`src/hdl/oflow_pkg.sv`:
```
`default_nettype none

package oflow_pkg;

	// ----------------------------------------------------------
	// sizes
	// ----------------------------------------------------------
	localparam int PE_NUM    = 24;                 // lanes per set
	localparam int MEM_DEPTH = 256;                // boxes held for the previous frame
	localparam int LANE_W    = $clog2(PE_NUM);     // 5 bits to count 24 lanes

	typedef logic [7:0]        coord_t;            // box center or size
	typedef logic [7:0]        bbox_idx_t;         // memory index, also a box count
	typedef logic [3:0]        set_cnt_t;          // up to 11 sets, 256/24 rounded up
	typedef logic [9:0]        score_t;            // lower is a better match
	typedef logic [8:0]        metric_t;           // one partial metric, max 510
	typedef logic [LANE_W-1:0] lane_idx_t;         // lane number inside a set

	typedef logic [PE_NUM-1:0] lane_mask_t;        // one valid bit per lane
	typedef metric_t [PE_NUM-1:0] metric_vec_t;

	// ----------------------------------------------------------
	// structs
	// ----------------------------------------------------------
	typedef struct packed {
		coord_t x;                                 // center
		coord_t y;
		coord_t w;                                 // size
		coord_t h;
	} bbox_t;                                      // 32 bits

	typedef struct packed {
		bbox_t [PE_NUM-1:0] lanes;
		lane_mask_t         valid;
		bbox_idx_t          base;                  // memory index of lane 0
	} set_t;

	typedef struct packed {
		logic      found;
		bbox_idx_t idx;
		score_t    score;
	} match_t;

	// |a0-b0| + |a1-b1|, shared by both metric units
	function automatic metric_t l1_dist(coord_t a0, coord_t a1, coord_t b0, coord_t b1);
		coord_t d0;
		coord_t d1;
		d0 = (a0 > b0) ? a0 - b0 : b0 - a0;
		d1 = (a1 > b1) ? a1 - b1 : b1 - a1;
		return metric_t'(d0) + metric_t'(d1); // 255+255 still fits in 9 bits
	endfunction

endpackage

`default_nettype wire

```
`src/hdl/oflow_size_metric.sv`:
```
`timescale 1ns/1ns
`default_nettype none

// size difference, |dw| + |dh| per lane
module oflow_size_metric (
	input  logic                   clk,
	input  logic                   reset_N,
	input  logic                   done_read,
	input  oflow_pkg::set_t        set,
	input  oflow_pkg::bbox_t       query_bbox,
	output oflow_pkg::metric_vec_t size_diff
);

	oflow_pkg::metric_vec_t size_diff_d;  // next value per lane

	always_comb begin
		for (int i = 0; i < oflow_pkg::PE_NUM; i++) begin
			size_diff_d[i] = oflow_pkg::l1_dist(set.lanes[i].w, set.lanes[i].h,
				query_bbox.w, query_bbox.h);
		end
	end

	// loaded once per set, same timing as center unit
	// held until the next done_read, registration samples after done_similarity_metric
	always_ff @(posedge clk) begin
		if (done_read) size_diff <= size_diff_d;
	end

endmodule

`default_nettype wire

```
`config.mk`:
```
export PLATFORM = sky130hd
export DESIGN_NAME = oflow_size_metric
export DESIGN_NICKNAME = d
export VERILOG_FILES = /design/src/hdl/oflow_pkg.sv /design/src/hdl/oflow_size_metric.sv
export SDC_FILE = /design/constraint.sdc
export NUM_CORES = 2
export LEC_CHECK = 0
export ABC_AREA = 1
export BUFFER_PORTS_ARGS = -buffer_cell sky130_fd_sc_hd__buf_2
export CORE_AREA = 2 2 410 412
export CTS_CLUSTER_DIAMETER = 30
export DETAILED_ROUTE_END_ITERATION = 8
export DIE_AREA = 0 0 412 414
export GPL_TIMING_DRIVEN = 0
export PLACE_DENSITY_LB_ADDON = 0.3
export RECOVER_POWER = 25
export SYNTH_ARGS = -nofsm -noshare
export SYNTH_HDL_FRONTEND = slang
export SYNTH_SLANG_ARGS = --single-unit
```
`constraint.sdc`:
```
create_clock -name clk -period 9.2 [get_ports clk]
set_clock_uncertainty 0.1 [all_clocks]
set_input_delay 0.46 -clock clk [delete_from_list [all_inputs] [get_ports clk]]
set_output_delay 0.46 -clock clk [all_outputs]
set_load 0.005 [all_outputs]
```
## Yosys cells after proc, flatten, opt, wreduce, memory -nomap -nowiden

Cells that the tools add are included.

| storage, ports and cells | value |
|---|---|
| output and inout bits | 216 |
| bits in registers | 216 |
| bits of input ports | 835 |

| cells by class | value |
|---|---|
| multiplexer cells | 48 |
| add/sub/neg operators | 120 |
| $lt $le $gt $ge | 48 |

Operator list:

| kind | count |
|---|---|
| $sub A8 B8 Y8 | 96 |
| $gt A8 B8 Y1 | 48 |
| $mux W8 | 48 |
| $add A8 B8 Y9 | 24 |

## Logic depth before layout (Yosys ltp)

| depth | value |
|---|---|
| depth after elaboration | 3 |
| depth in mapped cells | 20 |
| mapped depth without buffers | 19 |

## Least setup slack after synthesis

No wires, ideal clock.

| path | value |
|---|---|
| path kind | input to register |
| start | in query_bbox[1] (netlist name) |
| end | reg size_diff[213] (netlist name), data pin |
| path buffers | 1 |
| arrival time | 3.625 ns |
| required time | 8.840 ns |
| stages | 16 |
| library setup time | 0.260 ns |
| path slack | 5.215 ns |
| cells stage by stage | inv_1 > fa_1 > nand3_1 > nand3_1 > nand2_1 > nand2_1 > nand2_1 > buf_6 > nand2_1 > nand2_1 > fa_1 > nand3_1 > nand2_1 > nand3_1 > nand2_1 > xor2_1 |

RTL lines:

| item | line | RTL |
|---|---|---|
| start: declaration | oflow_size_metric.sv:10 | `input oflow_pkg::bbox_t query_bbox,` |
| end signal: assignment | oflow_size_metric.sv:26 | `if (done_read) size_diff <= size_diff_d;` |
| end: declaration | oflow_size_metric.sv:11 | `output oflow_pkg::metric_vec_t size_diff` |

==> results_dict.tcl <==
set metrics [dict create \
    p_total_w 0.0106 \
    cts_inserted_buffers 75 \
    cellPowerDensity_nw_per_um2 172 \
    final_max_slew_viol_count 70 \
    dieArea_sq_um 171000 \
    hold_viol_final 0 \
    pwr-share-seq_pct 18.5 \
    crit_type "in -> reg" \
    min-delay-start "set[608]" \
    grt_usage_pct 24.0 \
    p_sw_w 0.00481 \
    tns_ns 0 \
    critPathSlowestCell "clkbuf_1" \
    cp_max_fo 15 \
    synth.most_common_cell "nand2_1" \
    drcViolationCount 0 \
    synth_top_area_share_pct 21.8 \
    avgSynthCellArea_sq_um 6.38 \
    final_cells 11200 \
    netlist_area_sq_um 52200 \
    cts.path.max_buffers 3 \
    preCtsSetupSlack_ns 4.00 \
    rows 150 \
    dp.cells 11000 \
    ys_ff_latch 216 \
    antenna_left 0 \
    fmax_ghz 0.149 \
    fin_ws_ns 2.50 \
    fp.coreArea_sq_um 166000 \
    avgRoutedWirePerCell_um 18.8 \
    num_vias 54800 \
    port_buffers 617 \
    cts_tree "yes" \
    synth_area_leaders "ha_1, nand2_1, edfxtp_1" \
    largestRegisters "size_diff (216)" \
    clk_pin_slew_worst_paths_ns 0.05 \
    drive_above_1_share_pct 12.9 \
    min_to "size_diff[162]" \
    syn_inst 8186 \
    synth_edf_count 216 \
    rsz0062_at_grt "no" \
    crit_path_max_incr_delay_ns 1.71 \
    crit_arrival_ns 6.97 \
    areaGrowthSynthToFinish_pct 17.7 \
    syn_nets 10100 \
    hold_depth 5 \
    vias_per_cell 4.89 \
    largest-register "size_diff" \
    ys_types 31 \
    tightest_slew_ns 3.12 \
    pwr-share-comb_pct 55.5 \
    ys_top_cells_by_count "nand2_1, inv_1, ha_1" \
    start_util_pct 31.4 \
    violations "max-capacitance violations, max-slew violations" \
    largest_register_ffs 216 \
    switching_share_pct 45.4 \
    period_share_pct 72.9 \
    status "finished with violations" \
    cp_cell_sequence "clkbuf_1 -> clkbuf_1 -> inv_4 -> buf_16 -> ha_1 -> inv_1 -> fa_1 -> nand2_1 -> nand2_1 -> ha_1 -> nand3_1 -> nand2_1 -> a21oi_1 -> xnor2_1" \
    grt_start_max_net_pins 94 \
    drtIter0Drc 4264 \
    dr.pass1.iters 6 \
    crit_required_ns 9.46 \
    cap_violations 3 \
    async_reset_ff_share_pct 0 \
    synth-main-ff-cell "edfxtp_1" \
    cts_resized 0 \
    h-tree-depth 3 \
    setup_viol 0 \
    antenna_found_initial 70 \
    post-dp-hpwl_mm 166 \
    gp_congestion 0.939 \
    holdCritPathClass "in -> reg" \
    period_minus_slack_ns 6.70 \
    grt_pass1_wl_mm 310 \
    pin_count 1051 \
    cp-end-kind "flop" \
    cts_sinks 216 \
    ir_drop_mv 0.198 \
    layout.nets 10800 \
    cts_root_buf "clkbuf_16" \
    yosys.area.top_type "ha_1" \
    cp_common_cell "nand2_1" \
    p_clk_share_pct 26.1 \
    chipWidth_um 412 \
    crit_path_start_kind "primary input" \
    die_y_um 414 \
    p_leak_nw 35.6 \
    ctsHoldBuffers 0 \
    grt.overflow.total 0 \
    relSlewSlack_pct -108 \
    postCtsSetupBuffers 0 \
    routed_wl_mm 210 \
    grt_pass1_vias 51500 \
    yosys_warnings 0 \
    seq_area_frac_synth_pct 12.4 \
    intPower_w 0.00578 \
]
==> layer usage <==
layer	vias to the layer above	GRT usage, %	wire length, um
met5	-	0	333
met4	54	10.3	9150
met3	413	5.39	18300
met2	1961	37.7	90800
met1	25000	31.3	91600
li1	27300	-	-
==> area by class of cell <==
class	count	area (sq um)
Tap cell	2204	2760
Inverter	1494	5700
Sequential cell	216	6490
Fill cell	18000	105000
Multi-Input combinational cell	6299	38800
Timing Repair Buffer	642	3680
Antenna cell	33	82.6
Clock inverter	57	764
Clock buffer	82	1900
Buffer	177	1280
==> power groups by stage <==
| stage | logic [W] | registers [W] | clock network [W] |
|---|---|---|---|
| after floorplan | 0.00372 | 0.00190 | 0 |
| after global placement | 0.00571 | 0.00197 | 0 |
| after detailed placement | 0.00578 | 0.00195 | 0 |
| after CTS | 0.00584 | 0.00195 | 0.00282 |
| after global routing | 0.00656 | 0.00198 | 0.00287 |
| final | 0.00587 | 0.00195 | 0.00276 |
==> per-stage QoR <==
stage	utilization (%)	cell area, sq um	hold WS [ns]
6_report	37.0	61500	0.357
5_1_grt	36.9	61400	0.363
4_1_cts	36.9	61400	0.0165
3_5_place_dp	35.3	58700	0.751
3_3_place_gp	34.9	58100	0.754
2_1_floorplan	-	52200	0.472
==> layout by cell type, fill, tap and decap left out, drive strengths merged <==
cell,n
ha,912
buf,816
nand2,2828
xnor2,148
o21bai,17
nand3,851
clkbuf,85
nand4,171
o21ai,164
nand2b,14
edfxtp,216
inv,1498
bufinv,13
a31oi,24
nor2,315
clkinv,30
o211ai,3
diode,33
clkinvlp,10
a21oi,382
a21o,81
xor2,247
fa,120
or2,22
==> cell families (layout without fill, tap and decap cells) <==
group	count (synthesis)	after routing	synth area share, %
AO/OA/AOI/OAI	671	671	7.14
buffers and inverters	1671	2452	13.3
other	0	33	0
AND/OR/NAND/NOR	4201	4201	34.1
adder cells (fa/ha/maj)	1032	1032	26.4
XOR/XNOR	395	395	6.62
flip-flops	216	216	12.4
==> critical path: cells and delay by family <==
family	cells	cell delay, ns
simple gates	4	0.39
compound gates	1	0.10
fa+ha+maj	3	0.99
xor+xnor	1	0.74
buf+inv	5	4.10
==> worst max-delay path by stage <==
stage,start,to
after global routing,query_bbox[0],size_diff[78]
after floorplan,query_bbox[1],size_diff[213]
after global placement,query_bbox[9],size_diff[78]
final,query_bbox[0],size_diff[77]
after CTS,query_bbox[9],size_diff[78]
after detailed placement,query_bbox[9],size_diff[78]
Power figures use the tool's default switching activity.
