**src/hdl/oflow_pkg.sv**
```systemverilog
`default_nettype none

package oflow_pkg;

	// ----------------------------------------------------------
	// sizes
	// ----------------------------------------------------------
	localparam int PE_NUM    = 24;                 // lanes per set
	localparam int MEM_DEPTH = 256;                // boxes held for the previous frame
	localparam int LANE_W    = $clog2(PE_NUM);     // 5 bits to count 24 lanes

	typedef logic [7:0]        coord_t;            // box center or size
	typedef logic [7:0]        bbox_idx_t;         // memory index, also a box count
	typedef logic [3:0]        set_cnt_t;          // up to 11 sets, 256/24 rounded up
	typedef logic [9:0]        score_t;            // lower is a better match
	typedef logic [8:0]        metric_t;           // one partial metric, max 510
	typedef logic [LANE_W-1:0] lane_idx_t;         // lane number inside a set

	typedef logic [PE_NUM-1:0] lane_mask_t;        // one valid bit per lane
	typedef metric_t [PE_NUM-1:0] metric_vec_t;

	// ----------------------------------------------------------
	// structs
	// ----------------------------------------------------------
	typedef struct packed {
		coord_t x;                                 // center
		coord_t y;
		coord_t w;                                 // size
		coord_t h;
	} bbox_t;                                      // 32 bits

	typedef struct packed {
		bbox_t [PE_NUM-1:0] lanes;
		lane_mask_t         valid;
		bbox_idx_t          base;                  // memory index of lane 0
	} set_t;

	typedef struct packed {
		logic      found;
		bbox_idx_t idx;
		score_t    score;
	} match_t;

	// |a0-b0| + |a1-b1|, shared by both metric units
	function automatic metric_t l1_dist(coord_t a0, coord_t a1, coord_t b0, coord_t b1);
		coord_t d0;
		coord_t d1;
		d0 = (a0 > b0) ? a0 - b0 : b0 - a0;
		d1 = (a1 > b1) ? a1 - b1 : b1 - a1;
		return metric_t'(d0) + metric_t'(d1); // 255+255 still fits in 9 bits
	endfunction

endpackage

`default_nettype wire

```
**src/hdl/oflow_core_fsm_read.sv**
```systemverilog
`timescale 1ns/1ns
`default_nettype none

module oflow_core_fsm_read (
	input  logic                 clk,
	input  logic                 reset_N,
	input  oflow_pkg::bbox_idx_t num_of_bbox_in_frame, // level, stable during a search
	input  logic                 start_read_mem_for_first_set, // start pulse of the frame
	input  logic                 done_read,         // from buffer reader
	input  logic                 done_registration, // from registration, set finished
	output logic                 start_read,        // to buffer reader
	output logic                 frame_done,        // last set scored
	output oflow_pkg::set_cnt_t  set_index          // set being read
);

	// ----------------------------------------------------------
	// declarations
	// ----------------------------------------------------------
	typedef enum logic [1:0] {
		idle_st,
		reading_st,
		wait_reg_st
	} state_t;

	state_t              state;
	state_t              next_state;
	oflow_pkg::set_cnt_t set_cnt;   // finished sets
	oflow_pkg::set_cnt_t stop_cnt;  // sets in this frame
	logic                last_set;
	logic                empty_frame;

	// sets = ceil(count / 24), 0 for an empty frame
	assign stop_cnt = oflow_pkg::set_cnt_t'((num_of_bbox_in_frame + oflow_pkg::PE_NUM - 1) /
		oflow_pkg::PE_NUM);
	assign last_set    = (set_cnt + 1'b1) == stop_cnt;   // the set now in registration
	assign empty_frame = stop_cnt == '0;
	assign set_index   = set_cnt;                        // finished sets == next set to read

	// ----------------------------------------------------------
	// state register
	// ----------------------------------------------------------
	always_ff @(posedge clk or negedge reset_N) begin
		if (!reset_N) begin
			state <= idle_st;
		end else begin
			state <= next_state;
		end
	end

	always_comb begin
		next_state = state;
		case (state)
			idle_st: begin
				// empty frame never leaves idle
				if (start_read_mem_for_first_set && !empty_frame) next_state = reading_st;
			end
			reading_st: begin
				if (done_read) next_state = wait_reg_st;
			end
			wait_reg_st: begin
				if (done_registration) next_state = last_set ? idle_st : reading_st;
			end
			default: next_state = idle_st;
		endcase
	end

	// ----------------------------------------------------------
	// set counter and output pulses
	// ----------------------------------------------------------
	always_ff @(posedge clk or negedge reset_N) begin
		if (!reset_N) begin
			set_cnt    <= '0;
			start_read <= 1'b0;
			frame_done <= 1'b0;
		end else begin
			if (state == idle_st) set_cnt <= '0;
			else if (state == wait_reg_st && done_registration) set_cnt <= set_cnt + 1'b1;

			start_read <= next_state == reading_st && state != reading_st; // every entry
			frame_done <= (state == idle_st && start_read_mem_for_first_set && empty_frame) ||
				(state == wait_reg_st && done_registration && last_set);
		end
	end

endmodule

`default_nettype wire

```
**config.mk**
```make
export PLATFORM = sky130hd
export DESIGN_NAME = oflow_core_fsm_read
export DESIGN_NICKNAME = d
export VERILOG_FILES = /design/src/hdl/oflow_pkg.sv /design/src/hdl/oflow_core_fsm_read.sv
export SDC_FILE = /design/constraint.sdc
export NUM_CORES = 1
export LEC_CHECK = 0
export BUFFER_PORTS_ARGS = -buffer_cell sky130_fd_sc_hd__buf_2
export CORE_UTILIZATION = 35
export CTS_BUF_LIST = sky130_fd_sc_hd__clkbuf_8
export CTS_CLUSTER_DIAMETER = 40
export CTS_CLUSTER_SIZE = 10
export DETAILED_ROUTE_END_ITERATION = 8
export HOLD_SLACK_MARGIN = 0.12
export MAX_ROUTING_LAYER = met4
export PLACE_DENSITY = 0.56
export SLEW_MARGIN = 0
export SYNTH_ARGS = -nofsm -noshare
export SYNTH_HDL_FRONTEND = slang
export SYNTH_SLANG_ARGS = --single-unit
export TNS_END_PERCENT = 50
```
**constraint.sdc**
```tcl
create_clock -name clk -period 1.95 [get_ports clk]
set_input_delay 0.2925 -clock clk [delete_from_list [all_inputs] [get_ports clk]]
set_output_delay 0.2925 -clock clk [all_outputs]
set_load 0.02 [all_outputs]
```
* Word-level counts from Yosys, hierarchy flattened
Index checks and enable logic that the tools add are counted.
Word-level totals: register bits 8, logic and storage cells 31
Cells by class: add/sub/neg operators 3, div/mod/pow operators 1, eq/ne operators 5, mux-type cells 7, reduce and logical (&&, ||, !) cells 11
Operators with widths (number):
- 32-bit by 5-bit divider with 32-bit output (second input constant) | 1
- 9-bit by 1-bit subtractor with 10-bit output (second input constant) | 1
- 8-bit by 5-bit adder with 9-bit output (second input constant) | 1
- 4-bit two-way mux | 2
- 1-bit logical AND | 6
- 2-bit two-way mux | 3
- 2-bit one-hot mux with 3 select lines | 1
- 4-bit by 1-bit adder with 4-bit output (second input constant) | 1
- 2-bit by 1-bit == test with 1-bit output (second input constant) | 2
- 4-bit == test | 1
- 4-bit zero test | 1
- 2-bit == test (second input constant) | 1
- 2-bit zero test | 1
- 2-bit by 1-bit inequality test with 1-bit output (second input constant) | 1
- 2-bit nonzero test | 1
- 1-bit zero test | 1
- 1-bit logical OR | 1
- 1-bit two-way mux | 1

* Longest topological paths before layout
word-level depth 10, mapped depth 16, mapped depth without buffers 16

* Worst setup path after synthesis
Ideal clock, no wire load.
path type input -> register, start input num_of_bbox_in_frame[0], end register frame_done, setup time 0.076 ns, arrival 2.866 ns, setup slack -0.993 ns, stages 16, path buffers 0, cell sequence inv_1 > ha_1 > and2b_4 > o21ai_4 > nand2b_1 > inv_1 > ha_1 > nor2b_1 > o21ai_0 > mux2i_1 > a31o_2 > a211oi_1 > a21boi_2 > xnor2_1 > or4_1 > o21ai_1
Between the ends: cells in the longest elaborated chain, start to end 6, elaborated cells between the ends (all ways) 8
RTL lines:
- from (decl) | line oflow_core_fsm_read.sv:7 | input oflow_pkg::bbox_idx_t num_of_bbox_in_frame,
- 8-bit by 5-bit adder with 9-bit output (*) | line oflow_core_fsm_read.sv:33 | assign stop_cnt = oflow_pkg::set_cnt_t'((num_of_bbox_in_frame + oflow_pkg::PE_NUM - 1) /
- 9-bit by 1-bit subtractor with 10-bit output (*) | line oflow_core_fsm_read.sv:33
- 32-bit by 5-bit divider with 32-bit output (*) | line oflow_core_fsm_read.sv:33
- 4-bit == test / 4-bit zero test (equally long branches) | line oflow_core_fsm_read.sv:35, oflow_core_fsm_read.sv:36
- 1-bit logical AND, on equally long branches | line oflow_core_fsm_read.sv:81, oflow_core_fsm_read.sv:80
- 1-bit logical OR (*) | line oflow_core_fsm_read.sv:80 | frame_done <= (state == idle_st && start_read_mem_for_first_set && empty_frame) ||
- to (signal assigned) | line oflow_core_fsm_read.sv:80
- to (decl) | line oflow_core_fsm_read.sv:12 | output logic frame_done,
Mark *: on every way between the ends. The rest lies on a longest branch, timed or not. A chain may end at the register's enable or synchronous reset.

* Worst setup path in the final report
start input num_of_bbox_in_frame[1], end register frame_done
Same word-level chain as after synthesis.

==> metrics.md <==
| Metric | Value |
|---|---|
| Avg Cell Area, Syn | 7.560 um2 |
| Worst Setup Start Kind | primary input |
| Layout cell share with drive strength beyond 1 | 0.4112 |
| Pin count of the biggest net entering global routing | 11 |
| CP required | 2.10 ns |
| Hold Crit Start | start_read_mem_for_first_set |
| Part of the power in the clock network | 0.220 |
| CP Launch Point | num_of_bbox_in_frame[1] |
| Maximum root-to-sink buffer count | 2 |
| CP Class | primary input to register |
| Max FO, Critical Path | 3 |
| Most used DFF post-synth | dfrtp_1 |
| Dominant combinational cell family by area after synthesis | simple AND/OR/NAND/NOR gates |
| Reg2reg path depth | 6 |
| EDFF count, synth | 0 |
| Internal Power | 0.0005472 W |
| CTS Sinks | 8 |
| Sw frac | 0.3912 |
| Clock Skew | 0.004825 ns |
| Critical path's top delay family | compound AO/OA/AOI/OAI gates |
| Critical Path Stages | 15 |
| CP bufs+invs | 1 |
| Post-Synth Adder-Cell Area | 0.03472 |
| HPWL after detailed placement | 2545 um |
| Vias in the first global route | 1,259 |
| Met2 usage | 0.3173 |
| Max-Cap Viols | 0 |
| Post-synthesis compound-gate area fraction | 0.3009 |
| Worst Hold Class | primary input to register |
| CTS tree | yes |
| CP arrival | 2.91 ns |
| Total number of vias | 1,278 |
| Worst setup EP type | register |
| Failing checks | DRC, setup timing |
| Core area | 2829 um2 |
| Initial antenna violation count | 0 |
| Area growth syn-to-layout | 43.52% |
| Cell count of the worst hold path | 3 |
| Starting DRT DRC Count | 40 |
| Simple-gate share of the synthesized area | 0.3345 |
| Die H | 57.58 um |
| Critical Path, Cell by Cell | buf_6 -> o31a_4 -> nor2_4 -> nor2_2 -> xnor2_1 -> ha_2 -> nor2b_2 -> o21ai_1 -> mux2i_1 -> a31o_2 -> a211oi_2 -> a21boi_2 -> xnor2_1 -> or4_1 -> o21ai_1 |
| Syn Nets | 159 |
| Routability cong. | 0.9219 |
| Die footprint | 3315 um2 |
| Port buffer count | 18 |
| Top Usage Layer GRT | met2 |
| Placed Area | 1483 um2 |
| Mapped Area | 1081 um2 |
| Sequential area share after synthesis | 0.1852 |
| Fin. Hold Viols | 0 |
| Final setup margin | -0.8117 ns |
| Worst path max stage delay | 0.51 ns |
| Inserted Diodes | 0 |
| Drc violations | 1 |
| Met3 GRT Util | 0.04082 |
| Fillers | 279 |
| Gate Count Post-Synth | 143 |
| # setup viols final | 3 |
| FF-to-FF Start | set_index[0] |
| Tcrit/Tclk final | 1.416 |
| Clock Latency Late Sink | 0.23 ns |
| CP max stage cell | or4_1 |
| Least-Margin Pin Slew | 0.3391 ns |
| Final Max Tran Viols | 0 |
| Die Wd | 57.58 um |
| Clk pin slew, worst setup/hold paths | 0.04 ns |
| GRT met1 Usage | 0.2780 |
| Total Power | 0.0008988 W |
| Finished Core Util | 0.5484 |
| Number of synthesized register bits | 8 |
| Clock root buffer master | clkbuf_8 |
| Pwr per Cell Area | 579.3 nW/um2 |
| Layout Nets | 215 |
| TritonCTS buffer count | 3 |
| Reg power frac | 0.285 |
| Crit path time final | 2.762 ns |
| RSZ-0062 raised after global routing | yes |
| Row count | 19 |
| Starting density of the core | 0.3821 |
| Leakage | 0.7007 nW |
| Ports | 19 |
| Logic gate share of total power | 0.495 |
| Multiplexer share of the synthesized area | 0.01852 |
| Wire per inst | 13.68 um |
| Rel. slew slack | 0.7734 |
| Post-route antenna net violation count | 0 |
| Outcome | finished with violations |
| IR drop worst, VDD | 333.5 uV |
| Max H-tree Level | 1 |
| Post-route design area | 1551 um2 |
| Post-Synth XOR/XNOR Area | 0.06481 |
| Total grt overflow | 0 |
| Share of async-settable or async-resettable flops after synthesis | 1.000 |
| GRT Util Overall | 0.2065 |
| Via/cell ratio | 5.605 |
| Synth unique cells | 53 |
| DRT Pass-1 Iters | 6 |
| Setup TNS | -2.218 ns |
| Global-route wire length before repair | 5292 um |
| Drt total wl | 3118 um |
| Net Sw Power | 0.0003516 W |
| Max Freq | 362.1 MHz |
| Yosys warns | 0 |
## stage by stage
stage	hold slack [ns]	instances	setup slack [ns]
global route	0.3109	228	-0.9441
CTS	0.3069	228	-0.7888
detailed placement	0.1452	224	-1.041
finish	0.3090	228	-0.8117
global placement	0.1393	224	-0.9956
floorplan	-0.003091	143	-0.8101
## cell usage after synthesis (2+ instances only)
cell | count | area (um2)
nand2_1 | 15 | 56.30
nor2_1 | 13 | 48.80
o21ai_0 | 11 | 55.05
inv_1 | 9 | 33.78
dfrtp_1 | 8 | 200.2
nand3_1 | 8 | 40.04
xnor2_1 | 7 | 61.31
a21oi_1 | 5 | 25.02
nor3_1 | 5 | 25.02
nand2b_1 | 4 | 25.02
a31oi_1 | 3 | 18.77
buf_4 | 3 | 22.52
ha_1 | 3 | 37.54
nor2b_1 | 3 | 18.77
a211oi_1 | 2 | 15.01
mux2i_1 | 2 | 20.02
nor3b_1 | 2 | 15.01
o221ai_1 | 2 | 17.52
o31a_1 | 2 | 17.52
o31ai_1 | 2 | 15.01
or2_2 | 2 | 12.51
## tightest hold or removal path: cells and delay by family
family                 cells  cell delay, ns
AO/OA/AOI/OAI              1            0.05
buffers and inverters      1            0.10
AND/OR/NAND/NOR            1            0.05
## cells in the final DEF (no fill, tap or decap), types with 2 or more instances in the layout
cell type  netlist  final
buf_4            3     37
buf_2            1     17
nand2_1         15     15
nor2_1          13     12
o21ai_0         11     10
inv_1            9      9
nand3_1          8      8
dfrtp_1          8      8
xnor2_1          7      7
a21oi_1          5      5
nor3_1           5      5
nand2b_1         4      4
a31oi_1          3      3
clkbuf_8         0      3
o31ai_1          2      2
o31a_1           2      2
nor4_2           1      2
nor2b_1          3      2
o221ai_1         2      2
or2_2            2      2
o21ai_1          1      2
mux2i_1          2      2
nor3b_1          2      2
## routing by layer
metal  vias up  part of all wire
met1       600              0.48
met2        40              0.46
met4         0            0.0090
met5         -                 0
li1        634                 -
met3         4             0.052
## cell families after synthesis
family                     after synthesis
DFF                                      8
xor gates and xnor gates                 8
muxes                                    2
AOI/OAI and AO/OA                       43
adders and majority gates                3
and+or+nand+nor                         65
buffers and inverters                   14
## path summary, 6_finish.rpt
| path | end | slack [ns] |
|---|---|---|
| max reg2reg | frame_done | -0.04 |
| max in group asynchronous | frame_done | 1.34 |
| min in group asynchronous | set_index[0] | 0.44 |
| max | frame_done | -0.81 |
| min | frame_done | 0.31 |
| min reg2reg | set_index[0] | 0.59 |
## sequential cells by signal, summed over array words and instances (netlist names)
| name | count |
|---|---|
| frame_done | 1 |
| set_index | 4 |
| start_read | 1 |
| state | 2 |
## power groups by stage
stage               Clock (W)  Combinational [W]  Sequential, W
floorplan                   0           0.000244       0.000280
global route         0.000206           0.000488       0.000261
finish               0.000197           0.000445       0.000256
CTS                  0.000200           0.000442       0.000256
global placement            0           0.000427       0.000254
detailed placement          0           0.000435       0.000258
## timing repair
action / 4_1_cts / 5_1_grt
pin swaps: 1 / 0
gates resized for setup: 3 / 1
endpoints found under the hold margin: 8 / 0
buffers inserted: 0 / 0
hold buffers: 1 / 0
setup endpoints to repair: 3 / 3
## final cells by class
class / count / area (um2) / share of cell area
Clock buffer: 3 / 41.29 / 0.02661
Multi-Input combinational cell: 121 / 853.3 / 0.5500
Inverter: 9 / 33.78 / 0.02177
Tap cell: 31 / 38.79 / 0.02500
Sequential cell: 8 / 200.2 / 0.1290
Timing Repair Buffer: 56 / 384.1 / 0.2476
No activity file was read; power rests on OpenSTA's default activity.
