### src/hdl/oflow_pkg.sv
`default_nettype none

package oflow_pkg;

	// ----------------------------------------------------------
	// sizes
	// ----------------------------------------------------------
	localparam int PE_NUM    = 24;                 // lanes per set
	localparam int MEM_DEPTH = 256;                // boxes held for the previous frame
	localparam int LANE_W    = $clog2(PE_NUM);     // 5 bits to count 24 lanes

	typedef logic [7:0]        coord_t;            // box center or size
	typedef logic [7:0]        bbox_idx_t;         // memory index, also a box count
	typedef logic [3:0]        set_cnt_t;          // up to 11 sets, 256/24 rounded up
	typedef logic [9:0]        score_t;            // lower is a better match
	typedef logic [8:0]        metric_t;           // one partial metric, max 510
	typedef logic [LANE_W-1:0] lane_idx_t;         // lane number inside a set

	typedef logic [PE_NUM-1:0] lane_mask_t;        // one valid bit per lane
	typedef metric_t [PE_NUM-1:0] metric_vec_t;

	// ----------------------------------------------------------
	// structs
	// ----------------------------------------------------------
	typedef struct packed {
		coord_t x;                                 // center
		coord_t y;
		coord_t w;                                 // size
		coord_t h;
	} bbox_t;                                      // 32 bits

	typedef struct packed {
		bbox_t [PE_NUM-1:0] lanes;
		lane_mask_t         valid;
		bbox_idx_t          base;                  // memory index of lane 0
	} set_t;

	typedef struct packed {
		logic      found;
		bbox_idx_t idx;
		score_t    score;
	} match_t;

	// |a0-b0| + |a1-b1|, shared by both metric units
	function automatic metric_t l1_dist(coord_t a0, coord_t a1, coord_t b0, coord_t b1);
		coord_t d0;
		coord_t d1;
		d0 = (a0 > b0) ? a0 - b0 : b0 - a0;
		d1 = (a1 > b1) ? a1 - b1 : b1 - a1;
		return metric_t'(d0) + metric_t'(d1); // 255+255 still fits in 9 bits
	endfunction

endpackage

`default_nettype wire

### src/hdl/oflow_registration.sv
`timescale 1ns/1ns
`default_nettype none

module oflow_registration (
	input  logic                   clk,
	input  logic                   reset_N,
	input  logic                   clear_best,             // new frame
	input  logic                   done_similarity_metric,
	input  oflow_pkg::metric_vec_t center_dist,
	input  oflow_pkg::metric_vec_t size_diff,
	input  oflow_pkg::set_t        set,
	output oflow_pkg::match_t      best,                   // running best of the frame
	output logic                   done_registration
);

	oflow_pkg::score_t    lane_score [oflow_pkg::PE_NUM];
	logic                 set_found;  // any valid lane in this set
	oflow_pkg::score_t    set_min;
	oflow_pkg::lane_idx_t set_lane;   // lane holding set_min
	logic                 take_set;

	// ----------------------------------------------------------
	// per-lane score and set minimum
	// ----------------------------------------------------------
	always_comb begin
		for (int i = 0; i < oflow_pkg::PE_NUM; i++) begin
			lane_score[i] = oflow_pkg::score_t'(center_dist[i]) +
				oflow_pkg::score_t'(size_diff[i]);
		end
	end

	// strict compare in lane order keeps the lowest lane on a tie
	always_comb begin
		set_found = 1'b0;
		set_min   = '1;
		set_lane  = '0;
		for (int i = 0; i < oflow_pkg::PE_NUM; i++) begin
			if (set.valid[i] && (!set_found || lane_score[i] < set_min)) begin
				set_found = 1'b1;
				set_min   = lane_score[i];
				set_lane  = oflow_pkg::lane_idx_t'(i);
			end
		end
	end

	// earlier sets hold lower indices, so only a strictly better score wins
	assign take_set = set_found && (!best.found || set_min < best.score);

	// ----------------------------------------------------------
	// frame best
	// ----------------------------------------------------------
	always_ff @(posedge clk or negedge reset_N) begin
		if (!reset_N) begin
			best              <= '0;
			done_registration <= 1'b0;
		end else begin
			done_registration <= done_similarity_metric;
			if (clear_best) begin
				best.found <= 1'b0;
			end else if (done_similarity_metric && take_set) begin
				best.found <= 1'b1;
				best.idx   <= set.base + oflow_pkg::bbox_idx_t'(set_lane);
				best.score <= set_min;
			end
		end
	end

endmodule

`default_nettype wire

### config.mk
export PLATFORM = sky130hd
export DESIGN_NAME = oflow_registration
export DESIGN_NICKNAME = d
export VERILOG_FILES = /design/src/hdl/oflow_pkg.sv /design/src/hdl/oflow_registration.sv
export SDC_FILE = /design/constraint.sdc
export NUM_CORES = 1
export LEC_CHECK = 0
export BUFFER_PORTS_ARGS = -buffer_cell sky130_fd_sc_hd__buf_4
export CAP_MARGIN = 20
export CORE_AREA = 2 2 485 487
export DETAILED_ROUTE_END_ITERATION = 10
export DIE_AREA = 0 0 487 489
export SETUP_SLACK_MARGIN = 0.4
export SYNTH_ARGS = -nofsm -noshare
export SYNTH_HDL_FRONTEND = slang
export SYNTH_SLANG_ARGS = --single-unit
### constraint.sdc
create_clock -name clk -period 2.4 [get_ports clk]
set_input_delay 0.24 -clock clk [delete_from_list [all_inputs] [get_ports clk]]
set_output_delay 0.24 -clock clk [all_outputs]
set_load 0.005 [all_outputs]
# Word-level counts from Yosys, hierarchy flattened
# Index checks and enable logic that the tools add are counted.
[word_totals]
ff_bits = 20
output_inout_bits = 20
[op_classes]
addsub = 25
magnitude_cmp = 24
mux = 73
n_bitwise = 1
n_reduce_logical = 75
[op_table]
columns = ["operator", "count"]
rows = [
  ["$add 9x9->10", 24],
  ["$lt 10x10->1", 24],
  ["$mux 10", 24],
  ["$mux 5", 22],
  ["$mux 1", 26],
  ["$logic_and 1x1->1", 25],
  ["$logic_not 1->1", 24],
  ["$logic_or 1x1->1", 24],
  ["$mux 19", 1],
  ["$add 8x5->8", 1],
  ["$reduce_and 2->1", 1],
  ["$reduce_bool 2->1", 1],
  ["$not 1->1", 1],
]

# Longest topological paths before layout
[logic_depth]
ltp_word = 100
ltp_mapped = 350

# Least setup slack after synthesis
# Ideal clock, no wire load.
[synth_path]
kind = "in2reg"
from = "input port center_dist[0] (netlist name)"
to = "register best[1] (netlist name)"
t_arrival_ps = 57299
required_time_ps = 2310
path_slack_ps = -54990
cell_stages = 329
n_path_buf = 29
path_cell_list = "ha_1 fa_1 nand3_1 nand2_1 a21o_1 a21oi_1 xor2_1 nand2_1 inv_1 ha_1 nand2_1 a21oi_1 a211o_1 a21o_1 buf_2 mux2i_1 ha_1 nand4_1 (+293 left out) o21ai_0 nand2b_1 o22a_1 nand2b_1 o21ai_2 buf_4 buf_2 nand2_1 o21ai_0 ha_1 a21o_1 a21o_1 a21oi_1 o21ai_0 a211oi_1 o211ai_4 or2_2 o221ai_1"
[synth_via]
elab_chain_cells = 99
[synth_rtl]
columns = ["item", "line_no", "source"]
rows = [
  ["start: declaration", "oflow_registration.sv:9", "input oflow_pkg::metric_vec_t center_dist,"],
  ["$add 9x9->10 *", "oflow_registration.sv:27", "lane_score[i] = oflow_pkg::score_t'(center_dist[i]) +"],
  ["$mux 10 *", "oflow_registration.sv:38", "if (set.valid[i] && (!set_found || lane_score[i] < set_min)) begin"],
  ["$lt 10x10->1", "oflow_registration.sv:38", ""],
  ["$logic_or 1x1->1", "oflow_registration.sv:38", ""],
  ["$logic_and 1x1->1", "oflow_registration.sv:38", ""],
  ["$mux 10 / $mux 1 (equally long branches)", "oflow_registration.sv:38", ""],
  ["$lt 10x10->1 / $logic_not 1->1 (equally long branches)", "oflow_registration.sv:38", ""],
  ["$logic_or 1x1->1", "oflow_registration.sv:38", ""],
  ["(+84 left out)", "n/a", ""],
  ["$logic_and 1x1->1", "oflow_registration.sv:38", ""],
  ["$mux 10 *", "oflow_registration.sv:38", ""],
  ["net set_min[7]", "oflow_registration.sv:18", "oflow_pkg::score_t set_min;"],
  ["$lt 10x10->1 *", "oflow_registration.sv:47", "assign take_set = set_found && (!best.found || set_min < best.score);"],
  ["$logic_or 1x1->1 *", "oflow_registration.sv:47", ""],
  ["$logic_and 1x1->1 *", "oflow_registration.sv:47", ""],
  ["$logic_and 1x1->1 *", "oflow_registration.sv:60", "end else if (done_similarity_metric && take_set) begin"],
  ["$reduce_and 2->1 (no line) *", "n/a", ""],
  ["end: declaration", "oflow_registration.sv:12", "output oflow_pkg::match_t best,"],
]
# The timed path passes the listed nets; every way through them passes the cells marked *.
# A chain may end at the register's enable or synchronous reset.

# Worst setup path in the final report
[layout_path]
from = "input port size_diff[0] (netlist name)"
to = "register best[15] (netlist name)"
[layout_via]
elab_chain_cells = 99
[layout_rtl]
columns = ["item", "line_no", "source"]
rows = [
  ["start: declaration", "oflow_registration.sv:10", "input oflow_pkg::metric_vec_t size_diff,"],
  ["$add 9x9->10 *", "oflow_registration.sv:27", ""],
  ["$mux 10 *", "oflow_registration.sv:38", ""],
  ["$lt 10x10->1", "oflow_registration.sv:38", ""],
  ["$logic_or 1x1->1", "oflow_registration.sv:38", ""],
  ["$logic_and 1x1->1", "oflow_registration.sv:38", ""],
  ["$mux 10 / $mux 1 (equally long branches)", "oflow_registration.sv:38", ""],
  ["$lt 10x10->1 / $logic_not 1->1 (equally long branches)", "oflow_registration.sv:38", ""],
  ["$logic_or 1x1->1", "oflow_registration.sv:38", ""],
  ["(+84 left out)", "n/a", ""],
  ["$logic_and 1x1->1", "oflow_registration.sv:38", ""],
  ["$mux 10 *", "oflow_registration.sv:38", ""],
  ["net set_min[6]", "oflow_registration.sv:18", ""],
  ["$lt 10x10->1 *", "oflow_registration.sv:47", ""],
  ["$logic_or 1x1->1 *", "oflow_registration.sv:47", ""],
  ["$logic_and 1x1->1 *", "oflow_registration.sv:47", ""],
  ["$logic_and 1x1->1 *", "oflow_registration.sv:60", ""],
  ["$reduce_and 2->1 (no line) *", "n/a", ""],
]
# Marks and branches as above.

==> run_results.csv <==
group,metric,value,unit
run_status,status,"finished, violations left",
run_status,violations,"negative setup slack",
finish,drive_gt1_share,52.0,%
logic_synthesis,synth_edf_count,0,
setup_path,critPathTopFamily,"compound AO/OA/AOI/OAI gates",
clocking,clock_latency,0.27,ns
timing,rsz0062_at_grt,"true",
finish,finish.utilization,16.3,%
floorplanning,die_h,489,um
route,drtAntennaViolNets,0,
logic_synthesis,yosys.area.top_type,"ha_1",
route,vias,25500,
clocking,clk_pin_slew,0.07,ns
min_path,hp-class,"input pin to flop",
place,gp_congestion,0.943,
global_routing,grt_pass1_vias,25300,
global_routing,grt.total_usage,10.9,%
setup_path,max_stage_delay,0.56,ns
timing,period_needed,50.97,ns
timing,tightest_slew,0.861,ns
timing,hold_viol,0,
setup_path,worstSetupPathType,"input pin to flop",
floorplanning,io_pins,1256,
global_routing,antenna_found_initial,152,
place,place_ws,-49.51,ns
logic_synthesis,synth_cells,2474,
clocking,cts.sinks,20,
route,drt-total-wl,138,mm
timing,max_slew_margin,42.0,%
clocking,cts_tree,"built",
route,first_pass_iters,6,
place,io_buffers,487,
place,dpl.hpwl,124,mm
setup_path,startpoint_type,"input pin",
finish,layout.nets,5874,
setup_path,worstSetupPathDepth,328,
logic_synthesis,yosysMostFrequentCell,"ha_1",
clocking,htreeDepth,1,
route,routed_via_density,3.50,
clocking,root_buffer,"clkbuf_16",
logic_synthesis,yosysSeqAreaShare,2.70,%
route,remaining_drc_errors,0,
logic_synthesis,syn-cell-area,0.0185,mm2
setup_path,reg2reg_depth,11,
logic_synthesis,ys.flop_type,"dfrtp_1",
logic_synthesis,synth_nets,4170,
timing,period_share,2120,%
min_path,worstHoldPathCells,2,
finish,syn_to_final_growth,106,%
logic_synthesis,synth_top_area_share,29.3,%
logic_synthesis,yosysWarnings,0,
global_routing,grt_max_degree,21,
logic_synthesis,async_reset_ff_share,100,%
global_routing,grt_overflow,0,
timing,layout_setup_ws,-48.57,ns
timing,setup_viol,19,
setup_path,critPathRequiredTime,2.55,ns
floorplanning,start_util,7.94,%
timing,max_freq,19.6,MHz
setup_path,crit_arrival,51.12,ns
floorplanning,die_w,487,um
clocking,cts_buffers,3,
route,drt_iter0_markers,1178,
setup_path,end_kind,"flop",
logic_synthesis,yosys-top-cells-area,"ha_1 (29%), a21oi_1 (7.4%), xnor2_1 (6.8%)",
setup_path,cp_max_fo,8,
logic_synthesis,ys_ff_latch,20,
logic_synthesis,synth_cell_types,102,
logic_synthesis,synth_common_cells,"ha_1 (435), a21oi_1 (276), inv_1 (206), nor2_1 (178), nand2_1 (151)",
logic_synthesis,syn_avg_cell_area,7.50,um2
clocking,cts_buffer_depth,2,
floorplanning,dieArea,0.238,mm2
setup_path,crit_top_cell,"a21o_1",
timing,final_max_slew_viol_count,0,
setup_path,crit_slowest_cell,"or4b_4",
floorplanning,core,0.234,mm2
global_routing,grt_pass1_wl,183,mm
route,wire_per_inst,19.0,um
floorplanning,fp-row-count,178,
setup_path,critPathBufInv,64,
timing,finClkSkew,0.00413,ns
job,maxCapViolations,0,
[logic make-up (layout without fill, tap and decap cells)]
group	after synthesis	in the layout	share of synthesized area, %
multiplexers	55	55	3.11
other	0	55	0
AO/OA/AOI/OAI	890	892	32.1
flip-flops	20	20	2.70
adder cells (fa/ha/maj)	460	460	32.0
buffers and inverters	257	1957	5.46
AND/OR/NAND/NOR	621	622	16.5
XOR/XNOR	171	171	8.08
[routing by layer]
metal | vias up | GRT usage, % | wire, um
met1 | 11600 | 10.7 | 46900
met5 | - | 0 | 341
met3 | 391 | 2.83 | 9440
met2 | 844 | 19.6 | 68700
met4 | 64 | 8.80 | 13000
li1 | 12600 | - | -
[cells in the final DEF, fill, tap and decap left out, types with 12 or more instances in the layout]
| cell type | Yosys | layout |
|---|---|---|
| a21o_1 | 126 | 125 |
| a21oi_1 | 276 | 211 |
| a21oi_2 | 3 | 59 |
| buf_4 | 2 | 1669 |
| buf_6 | 3 | 63 |
| dfrtp_1 | 20 | 20 |
| diode_2 | 0 | 55 |
| fa_1 | 25 | 23 |
| ha_1 | 435 | 403 |
| ha_4 | 0 | 25 |
| inv_1 | 206 | 194 |
| inv_2 | 1 | 12 |
| mux2i_1 | 37 | 20 |
| nand2_1 | 151 | 133 |
| nand2_2 | 0 | 14 |
| nand2b_1 | 46 | 44 |
| nand3_1 | 33 | 24 |
| nand4_1 | 43 | 43 |
| nor2_1 | 178 | 144 |
| nor2_2 | 2 | 23 |
| nor2_4 | 1 | 14 |
| nor2b_1 | 41 | 39 |
| nor3_1 | 23 | 15 |
| o211ai_1 | 26 | 26 |
| o21a_1 | 30 | 28 |
| o21ai_0 | 115 | 63 |
| o21ai_1 | 22 | 43 |
| o21ai_2 | 5 | 30 |
| o21bai_1 | 100 | 99 |
| xnor2_1 | 143 | 141 |
| xor2_1 | 28 | 27 |
[through the flow]
step	hold WS, ns	cells	cell area [um2]	setup TNS, ns
6_report	0.145	7292	38100	-877.45
3_5_place_dp	0.156	6975	34100	-893.35
2_1_floorplan	-0.0556	2474	19500	-878.65
4_1_cts	0.129	7184	36800	-851.67
5_1_grt	0.128	7278	38100	-925.47
3_3_place_gp	0.154	6975	34100	-884.64
[worst register-to-register path, delay by kind of cell (launching register included)]
| kind | cells | cell delay (ns) |
|---|---|---|
| flip-flops | 1 | 0.35 |
| AO/OA/AOI/OAI | 6 | 0.97 |
| adder cells (fa/ha/maj) | 1 | 0.32 |
| multiplexers | 1 | 0.29 |
| buffers and inverters | 3 | 0.44 |
[registers in the layout, indices dropped and copies added (netlist names)]
name               flops
best                  19
done_registration      1
[worst paths after layout]
kind	startpoint	endpoint	slack, ns
worst max-delay path	size_diff[0]	best[15]	-48.57
worst min-delay path	clear_best	best[18]	0.14
worst max register to register	best[7]	best[15]	-0.09
worst min register to register	best[12]	best[12]	0.50
max in group asynchronous	reset_N	best[7]	1.73
min in group asynchronous	reset_N	best[17]	0.40
[area by class of cell]
type	count	area [um2]
Timing Repair Buffer	1745	13500
Tap cell	3060	3830
Antenna cell	55	138
Clock inverter	1	30.0
Fill cell	26300	195000
Timing Repair inverter	1	6.26
Inverter	207	785
Sequential cell	20	500
Clock buffer	3	75.1
Multi-Input combinational cell	2200	19300
[repair_timing]
item,CTS,global route
pin swaps,155,158
buffers inserted,200,51
gates cloned,4,2
hold buffers,1,0
setup endpoints to repair,19,19
resized for setup,230,175
endpoints found under the hold margin,20,0
Power is not shown: default switching activity piles up to over one toggle a cycle in this logic, so the estimate is an artifact.
