--- src/hdl/oflow_pkg.sv ---
`default_nettype none

package oflow_pkg;

	// ----------------------------------------------------------
	// sizes
	// ----------------------------------------------------------
	localparam int PE_NUM    = 24;                 // lanes per set
	localparam int MEM_DEPTH = 256;                // boxes held for the previous frame
	localparam int LANE_W    = $clog2(PE_NUM);     // 5 bits to count 24 lanes

	typedef logic [7:0]        coord_t;            // box center or size
	typedef logic [7:0]        bbox_idx_t;         // memory index, also a box count
	typedef logic [3:0]        set_cnt_t;          // up to 11 sets, 256/24 rounded up
	typedef logic [9:0]        score_t;            // lower is a better match
	typedef logic [8:0]        metric_t;           // one partial metric, max 510
	typedef logic [LANE_W-1:0] lane_idx_t;         // lane number inside a set

	typedef logic [PE_NUM-1:0] lane_mask_t;        // one valid bit per lane
	typedef metric_t [PE_NUM-1:0] metric_vec_t;

	// ----------------------------------------------------------
	// structs
	// ----------------------------------------------------------
	typedef struct packed {
		coord_t x;                                 // center
		coord_t y;
		coord_t w;                                 // size
		coord_t h;
	} bbox_t;                                      // 32 bits

	typedef struct packed {
		bbox_t [PE_NUM-1:0] lanes;
		lane_mask_t         valid;
		bbox_idx_t          base;                  // memory index of lane 0
	} set_t;

	typedef struct packed {
		logic      found;
		bbox_idx_t idx;
		score_t    score;
	} match_t;

	// |a0-b0| + |a1-b1|, shared by both metric units
	function automatic metric_t l1_dist(coord_t a0, coord_t a1, coord_t b0, coord_t b1);
		coord_t d0;
		coord_t d1;
		d0 = (a0 > b0) ? a0 - b0 : b0 - a0;
		d1 = (a1 > b1) ? a1 - b1 : b1 - a1;
		return metric_t'(d0) + metric_t'(d1); // 255+255 still fits in 9 bits
	endfunction

endpackage

`default_nettype wire

--- src/hdl/oflow_center_metric.sv ---
`timescale 1ns/1ns
`default_nettype none

// center distance, |dx| + |dy| per lane
module oflow_center_metric (
	input  logic                   clk,
	input  logic                   reset_N,
	input  logic                   done_read,
	input  oflow_pkg::set_t        set,
	input  oflow_pkg::bbox_t       query_bbox,
	output oflow_pkg::metric_vec_t center_dist,
	output logic                   done_similarity_metric
);

	// ----------------------------------------------------------
	// 24 lanes in parallel, loaded once per set
	// ----------------------------------------------------------
	always_ff @(posedge clk) begin
		if (done_read) begin
			for (int i = 0; i < oflow_pkg::PE_NUM; i++) begin
				center_dist[i] <= oflow_pkg::l1_dist(set.lanes[i].x, set.lanes[i].y,
					query_bbox.x, query_bbox.y);
			end
		end
	end

	// size unit runs in lockstep, so this one pulse covers both
	always_ff @(posedge clk or negedge reset_N) begin
		if (!reset_N) begin
			done_similarity_metric <= 1'b0;
		end else begin
			done_similarity_metric <= done_read;
		end
	end

endmodule

`default_nettype wire

--- config.mk ---
export PLATFORM = sky130hd
export DESIGN_NAME = oflow_center_metric
export DESIGN_NICKNAME = d
export VERILOG_FILES = /design/src/hdl/oflow_pkg.sv /design/src/hdl/oflow_center_metric.sv
export SDC_FILE = /design/constraint.sdc
export NUM_CORES = 2
export LEC_CHECK = 0
export ABC_AREA = 1
export BUFFER_PORTS_ARGS = -buffer_cell sky130_fd_sc_hd__buf_4
export CAP_MARGIN = 20
export CORE_ASPECT_RATIO = 0.9
export CORE_MARGIN = 2
export CORE_UTILIZATION = 30
export CTS_CLUSTER_DIAMETER = 50
export CTS_CLUSTER_SIZE = 16
export DETAILED_ROUTE_END_ITERATION = 8
export MAX_ROUTING_LAYER = met4
export SLEW_MARGIN = 20
export SYNTH_ARGS = -nofsm -noshare
export SYNTH_HDL_FRONTEND = slang
export SYNTH_SLANG_ARGS = --single-unit
export TNS_END_PERCENT = 10
--- constraint.sdc ---
create_clock -name clk -period 0.8 [get_ports clk]
set_clock_uncertainty 0.2 [all_clocks]
set_input_delay 0.08 -clock clk [delete_from_list [all_inputs] [get_ports clk]]
set_output_delay 0.08 -clock clk [all_outputs]
set_load 0.01 [all_outputs]
## After elaboration in Yosys (flattened, before gate mapping)

Cells that the tools add are included.
W data, S select, Z words.

| word-level totals | value |
|---|---|
| bits of input ports | 835 |
| bits in registers | 217 |
| logic and storage cells | 241 |
| output and inout port bits | 217 |

| cells by class | value |
|---|---|
| multiplexer cells | 48 |
| order comparisons | 48 |
| add/subtract/negate cells | 120 |

Operator list:

| kind | count |
|---|---|
| $sub A8 B8 Y8 | 96 |
| $gt A8 B8 Y1 | 48 |
| $mux W8 | 48 |
| $add A8 B8 Y9 | 24 |

## Logic depth before layout (Yosys ltp)

| logic depth | value |
|---|---|
| word-level depth | 3 |
| depth in mapped cells | 20 |
| depth with buffers taken out | 19 |

## Worst setup path before layout

OpenSTA, ideal clock, no wires.

| path | value |
|---|---|
| kind | input to register |
| start | in query_bbox[17] (netlist bit) |
| end | reg center_dist[213] (netlist bit), data pin |
| slack | -2905 ps |
| data required time | 340 ps |
| stages | 16 |
| data arrival time | 3245 ps |
| setup time | 260 ps |
| path buffers | 1 |
| path through | inv_1 > fa_1 > nand3_1 > nand3_1 > nand2_1 > nand2_1 > nand2_1 > buf_6 > nand2_1 > nand2_1 > fa_1 > nand3_1 > nand2_1 > nand3_1 > nand2_1 > xor2_1 |

| on the way | value |
|---|---|
| cells in the longest elaborated chain, start to end | 3 |
| elaborated cells on any way between the ends | 5 |
| classes of those cells | add/sub: 3; order compare: 1; mux: 1 |

Ends and longest elaborated chain:

| element | line | text |
|---|---|---|
| start, declared | oflow_center_metric.sv:10 | `input oflow_pkg::bbox_t query_bbox,` |
| $sub A8 B8 Y8 or $gt A8 B8 Y1 (tied branches) | oflow_pkg.sv:49 | `d1 = (a1 > b1) ? a1 - b1 : b1 - a1;` |
| $mux W8 (*) | oflow_pkg.sv:49 |  |
| $add A8 B8 Y9 (*) | oflow_pkg.sv:50 | `return metric_t'(d0) + metric_t'(d1);` |
| end signal, assigned by index | oflow_center_metric.sv:21 | `center_dist[i] <= oflow_pkg::l1_dist(set.lanes[i].x, set.lanes[i].y,` |
| end, declared | oflow_center_metric.sv:11 | `output oflow_pkg::metric_vec_t center_dist,` |

Mark *: on every way between the ends. The rest lies on a longest branch, timed or not.
A chain may end at the register's enable or synchronous reset.

## Worst setup path in the final report

| path | value |
|---|---|
| start | in query_bbox[24] (netlist bit) |
| end | reg center_dist[52] (netlist bit), data pin |

| on the way | value |
|---|---|
| cells in the longest elaborated chain, start to end | 3 |
| elaborated cells on any way between the ends | 5 |
| classes of those cells | add/sub: 3; order compare: 1; mux: 1 |

Ends and longest elaborated chain:

| element | line | text |
|---|---|---|
| $sub A8 B8 Y8 or $gt A8 B8 Y1 (tied branches) | oflow_pkg.sv:48 | `d0 = (a0 > b0) ? a0 - b0 : b0 - a0;` |
| $mux W8 (*) | oflow_pkg.sv:48 |  |
| $add A8 B8 Y9 (*) | oflow_pkg.sv:50 |  |

Marks and branches as above.

==> impl_results.html <==
<table>
<tr><th>Metric</th><th>Value</th></tr>
<tr><th colspan="2">Critical path</th></tr>
<tr><td>Worst Path Buf+Inv</td><td>5</td></tr>
<tr><td>Slowest Stage Delay on Critical Path</td><td>0.40 ns</td></tr>
<tr><td>Cell with the biggest individual delay on the critical path</td><td>sky130_fd_sc_hd__fa_2</td></tr>
<tr><td>Critical path depth</td><td>20</td></tr>
<tr><td>Critical path start-end classification</td><td>primary input to flop</td></tr>
<tr><td>CP most frequent cell</td><td>sky130_fd_sc_hd__nand2_1</td></tr>
<tr><td>Cell family with most CP delay</td><td>adder cells</td></tr>
<tr><td>Largest fanout on the critical path</td><td>5</td></tr>
<tr><td>Data required time of the worst path</td><td>slightly above 1 ns</td></tr>
<tr><td>Endpoint of the worst setup timing path</td><td>center_dist[52]$_DFFE_PP_</td></tr>
<tr><td>Startpoint types</td><td>primary input</td></tr>
<tr><td>Startpoint of the most critical setup path</td><td>query_bbox[24]</td></tr>
<tr><td>Crit end category</td><td>flop</td></tr>
<tr><td>List of cells traversed by the critical path</td><td>buf_16 -&gt; buf_12 -&gt; buf_12 -&gt; ha_4 -&gt; inv_4 -&gt; fa_2 -&gt; nand3_2 -&gt; nand2_2 -&gt; nand2_1 -&gt; nand2_1 -&gt; nand2_2 -&gt; buf_8 -&gt; nand2_4 -&gt; o21ai_4 -&gt; ha_4 -&gt; a21o_1 -&gt; a31oi_1 -&gt; nand2_1 -&gt; nand2_1 -&gt; nand2_1</td></tr>
<tr><td>Signal arrival time at the worst endpoint</td><td>2.65 ns</td></tr>
<tr><th colspan="2">Power and ir drop</th></tr>
<tr><td>Power density of the placed cells</td><td>1760 nW/um^2</td></tr>
<tr><td>LEAKAGE</td><td>~45 nW</td></tr>
<tr><td>Max rail drop VDD</td><td>1.67 mV</td></tr>
<tr><th colspan="2">CTS</th></tr>
<tr><td>Number of hold buffers added after CTS</td><td>3</td></tr>
<tr><td>Number of buffers created by CTS</td><td>49</td></tr>
<tr><td>Clock tree from TritonCTS</td><td>yes</td></tr>
<tr><td>Register clock-pin slew on the reported worst setup and hold paths</td><td>0.05 ns</td></tr>
<tr><td>Maximum level of the CTS H-tree</td><td>2</td></tr>
<tr><td>Clock tree root driver cell</td><td>sky130_fd_sc_hd__clkbuf_16</td></tr>
<tr><td>Maximum clock path buffer count</td><td>3</td></tr>
<tr><td>Number of clock sinks</td><td>217</td></tr>
<tr><th colspan="2">Synth</th></tr>
<tr><td>Number of synthesized flops with an enable pin</td><td>216</td></tr>
<tr><td>Netlist Area Pre-Place</td><td>52,000 sq um</td></tr>
<tr><td>Sequential-to-total area share from yosys stat</td><td>12.5%</td></tr>
<tr><td>Count of yosys warnings during synthesis</td><td>0</td></tr>
<tr><td>Cells after Synth</td><td>8,119</td></tr>
<tr><td>Cell type contributing the most total cell area after synthesis</td><td>sky130_fd_sc_hd__ha_1</td></tr>
<tr><td>FFs w/ async S/R, synth</td><td>0.461%</td></tr>
<tr><td>Top flip-flop cell by instance count after synthesis</td><td>sky130_fd_sc_hd__edfxtp_1</td></tr>
<tr><td>Most area-consuming cells after synthesis</td><td>sky130_fd_sc_hd__ha_1 (22%), sky130_fd_sc_hd__nand2_1 (20%), sky130_fd_sc_hd__edfxtp_1 (12%)</td></tr>
<tr><td>Per-instance average area after synthesis</td><td>6.41 sq um</td></tr>
<tr><td>Count of different cell masters after synthesis</td><td>32</td></tr>
<tr><td>Synth Net Count</td><td>9,986</td></tr>
<tr><td>Number of synthesized register bits</td><td>between 200 and 250</td></tr>
<tr><td>Share of Yosys cell area claimed by the top area cell type</td><td>21.9%</td></tr>
<tr><th colspan="2">Floorplanning</th></tr>
<tr><td>Core Region</td><td>about 170,000 sq um</td></tr>
<tr><td>Die X-Extent</td><td>approximately 440 um</td></tr>
<tr><td>Starting density of the core</td><td>30.3%</td></tr>
<tr><td>Number of rows created at floorplan</td><td>~140</td></tr>
<tr><td>Io pins</td><td>1,052</td></tr>
<tr><td>Die outline height</td><td>399 um</td></tr>
<tr><td>Die Footprint</td><td>177,000 sq um</td></tr>
<tr><th colspan="2">Place</th></tr>
<tr><td>Count of buffers from port buffering</td><td>approximately 620</td></tr>
<tr><td>Worst setup timing slack at the placement stage</td><td>-2.54 ns</td></tr>
<tr><td>Total instance count after detailed placement</td><td>12,700</td></tr>
<tr><td>Global placement routability congestion</td><td>0.994</td></tr>
<tr><td>Half-perimeter wire length of the detailed placement result</td><td>190,000 um</td></tr>
<tr><th colspan="2">STA</th></tr>
<tr><td>Minimum setup slack in the final design</td><td>-1.63 ns</td></tr>
<tr><td>Final worst hold slack</td><td>-0.0915 ns</td></tr>
<tr><td>Final number of setup-violating endpoints</td><td>650</td></tr>
<tr><td>Transition at the pin with the smallest max-transition slack</td><td>0.675 ns</td></tr>
<tr><td>Final number of max-transition violations</td><td>0</td></tr>
<tr><td>Maximum clock frequency</td><td>roughly 0.41 GHz</td></tr>
<tr><td>Worst slew slack as a fraction of its limit</td><td>54.8%</td></tr>
<tr><td>Ratio of final minimum period to clock period</td><td>303%</td></tr>
<tr><td>Final period demand of the worst path</td><td>around 2.4 ns</td></tr>
<tr><td>Unrepaired setup endpoints after global routing</td><td>true</td></tr>
<tr><td>Final hold vios</td><td>17</td></tr>
<tr><th colspan="2">GRT</th></tr>
<tr><td>Initial antenna violation count</td><td>63</td></tr>
<tr><td>Wire length of the first global-routing pass</td><td>342,000 um</td></tr>
<tr><td>GRT Total Usage</td><td>26.1%</td></tr>
<tr><td>Maximum number of pins on one net before global-route repair</td><td>31</td></tr>
<tr><td>Global-route congestion overflow total</td><td>0</td></tr>
<tr><td>Number of global-route vias before repair</td><td>58,800</td></tr>
<tr><th colspan="2">Routing</th></tr>
<tr><td>Antenna violation net count after detailed routing</td><td>0</td></tr>
<tr><td>Number of DRC violations after detailed-routing iteration 0</td><td>3,367</td></tr>
<tr><td>Total number of vias</td><td>60,600</td></tr>
<tr><td>Total detailed-routing wirelength</td><td>around 230,000 um</td></tr>
<tr><td>Via-per-instance ratio</td><td>4.67</td></tr>
<tr><td>WL per Instance</td><td>18.0 um</td></tr>
<tr><td>DRC violations left</td><td>0</td></tr>
<tr><td>First-pass DRT Iterations</td><td>6</td></tr>
<tr><th colspan="2">Min path</th></tr>
<tr><td>Type of the tightest min-delay check</td><td>primary input to flop</td></tr>
<tr><th colspan="2">Layout</th></tr>
<tr><td>Filler Cell Count</td><td>17,200</td></tr>
<tr><td>Register Area</td><td>6510 sq um</td></tr>
<tr><td>Net count reported at finish</td><td>12,500</td></tr>
<tr><td>Area growth from synthesis to layout</td><td>55.8%</td></tr>
<tr><td>Non-filler instance count after layout</td><td>13,000</td></tr>
<tr><td>Area of combinational cells with multiple inputs</td><td>42,700 sq um</td></tr>
<tr><td>Layout cells sized above 1</td><td>a little over a third</td></tr>
<tr><th colspan="2">Run</th></tr>
<tr><td>Maxcap violations</td><td>0</td></tr>
<tr><th colspan="2">Status</th></tr>
<tr><td>Failing checks</td><td>negative hold slack, negative setup slack</td></tr>
<tr><td>Status</td><td>complete, but fails checks</td></tr>
</table>
-- per-layer routing --
metal / vias to the layer above / part of all wire [%] / track usage, %
met3: 357 / 6.0 / 4.11
met5: - / 0 / -
met1: 27800 / 43 / 31.7
li1: 30800 / - / -
met2: 1601 / 47 / 42.7
met4: 0 / 4.9 / 11.4
-- per-stage QoR --
step / utilization (%) / instance area [sq um] / TNS [ns] / power [mW]
6_report: 47.2 / 81100 / -570.81 / 143
5_1_grt: 47.2 / 81000 / -611.17 / 153
4_1_cts: 45.5 / 78200 / -574.20 / 136
3_5_place_dp: 42.9 / 73700 / -539.17 / 109
3_3_place_gp: 42.9 / 73700 / -531.72 / 108
2_1_floorplan: - / 52300 / -501.14 / 67.0
-- where the power goes --
part | internal (mW) | switching (mW) | leakage, nW
Combinational | 48.8 | 51.2 | 42.2
Sequential | 20.0 | 2.54 | 2.12
Clock | 12.1 | 7.97 | 0.748
-- cells in the mapped netlist, drive strengths merged, types with 78 or more instances --
cell type  count
inv         1463
xnor2        153
a21oi        383
buf          177
nand3        840
ha           912
o21ai        170
nand4        170
fa           120
xor2         242
nor2         334
a21o          78
edfxtp       216
nand2       2770
-- how the worst min path moves through the flow --
stage,depth (start not counted),startpoint,endpoint,slack [ns]
2_1_floorplan,0,reset_N,done_similarity_metric$_DFF_PN0_,-0.42
3_3_place_gp,1,reset_N,done_similarity_metric$_DFF_PN0_,-0.34
3_5_place_dp,1,reset_N,done_similarity_metric$_DFF_PN0_,-0.34
4_1_cts,5,set[112],center_dist[18]$_DFFE_PP_,-0.15
5_1_grt,5,set[112],center_dist[18]$_DFFE_PP_,-0.09
6_report,5,set[48],center_dist[0]$_DFFE_PP_,-0.09
-- sequential cells by signal, summed over array words and instances, names as in the netlist --
register                cells
center_dist               216
done_similarity_metric      1
-- logic make-up after synthesis --
| kind of cell | share of synthesized area, % |
|---|---|
| AOI/OAI and AO/OA | 7.41 |
| and+or+nand+nor | 33.6 |
| adders and majority gates | 26.5 |
| xor gates and xnor gates | 6.65 |
| buffers and inverters | 13.3 |
| DFF | 12.5 |
-- timing repair --
item,CTS,global route
pin swaps,173,217
setup endpoints to repair,433,650
gates cloned,8,2
resized for setup,502,499
setup buffers,65,69
endpoints found under the hold margin,248,17
-- cell usage in the layout (no fill, tap or decap), types with 20 or more instances in the layout --
master and n:
sky130_fd_sc_hd__xor2_1 236, sky130_fd_sc_hd__nand2_1 2497, sky130_fd_sc_hd__a21oi_2 111, sky130_fd_sc_hd__buf_12 90
sky130_fd_sc_hd__o21ai_0 23, sky130_fd_sc_hd__fa_2 95, sky130_fd_sc_hd__buf_6 53, sky130_fd_sc_hd__inv_4 20
sky130_fd_sc_hd__o21bai_1 24, sky130_fd_sc_hd__ha_4 122, sky130_fd_sc_hd__diode_2 56, sky130_fd_sc_hd__xnor2_1 147
sky130_fd_sc_hd__fa_1 25, sky130_fd_sc_hd__inv_1 1377, sky130_fd_sc_hd__a21o_1 78, sky130_fd_sc_hd__buf_4 2476
sky130_fd_sc_hd__nand2_4 36, sky130_fd_sc_hd__o21ai_2 89, sky130_fd_sc_hd__nand4_1 164, sky130_fd_sc_hd__inv_2 46
sky130_fd_sc_hd__nand2_2 237, sky130_fd_sc_hd__ha_1 774, sky130_fd_sc_hd__o21ai_1 43, sky130_fd_sc_hd__a21oi_1 268
sky130_fd_sc_hd__edfxtp_1 216, sky130_fd_sc_hd__nor2_1 292, sky130_fd_sc_hd__clkbuf_16 50, sky130_fd_sc_hd__nor2_2 38
sky130_fd_sc_hd__nand3_1 734, sky130_fd_sc_hd__nand3_2 106
-- area by class of cell --
cell class | instances | share of cell area [%]
antenna | 56 | 0.173
clock buffer | 56 | 1.57
clock inverter | 31 | 0.346
inverter | 1463 | 7.00
multi-input combinational | 6261 | 52.7
sequential | 217 | 8.03
tap | 2263 | 3.49
timing repair buffer | 2649 | 26.7
No activity file was read; power rests on OpenSTA's default activity.
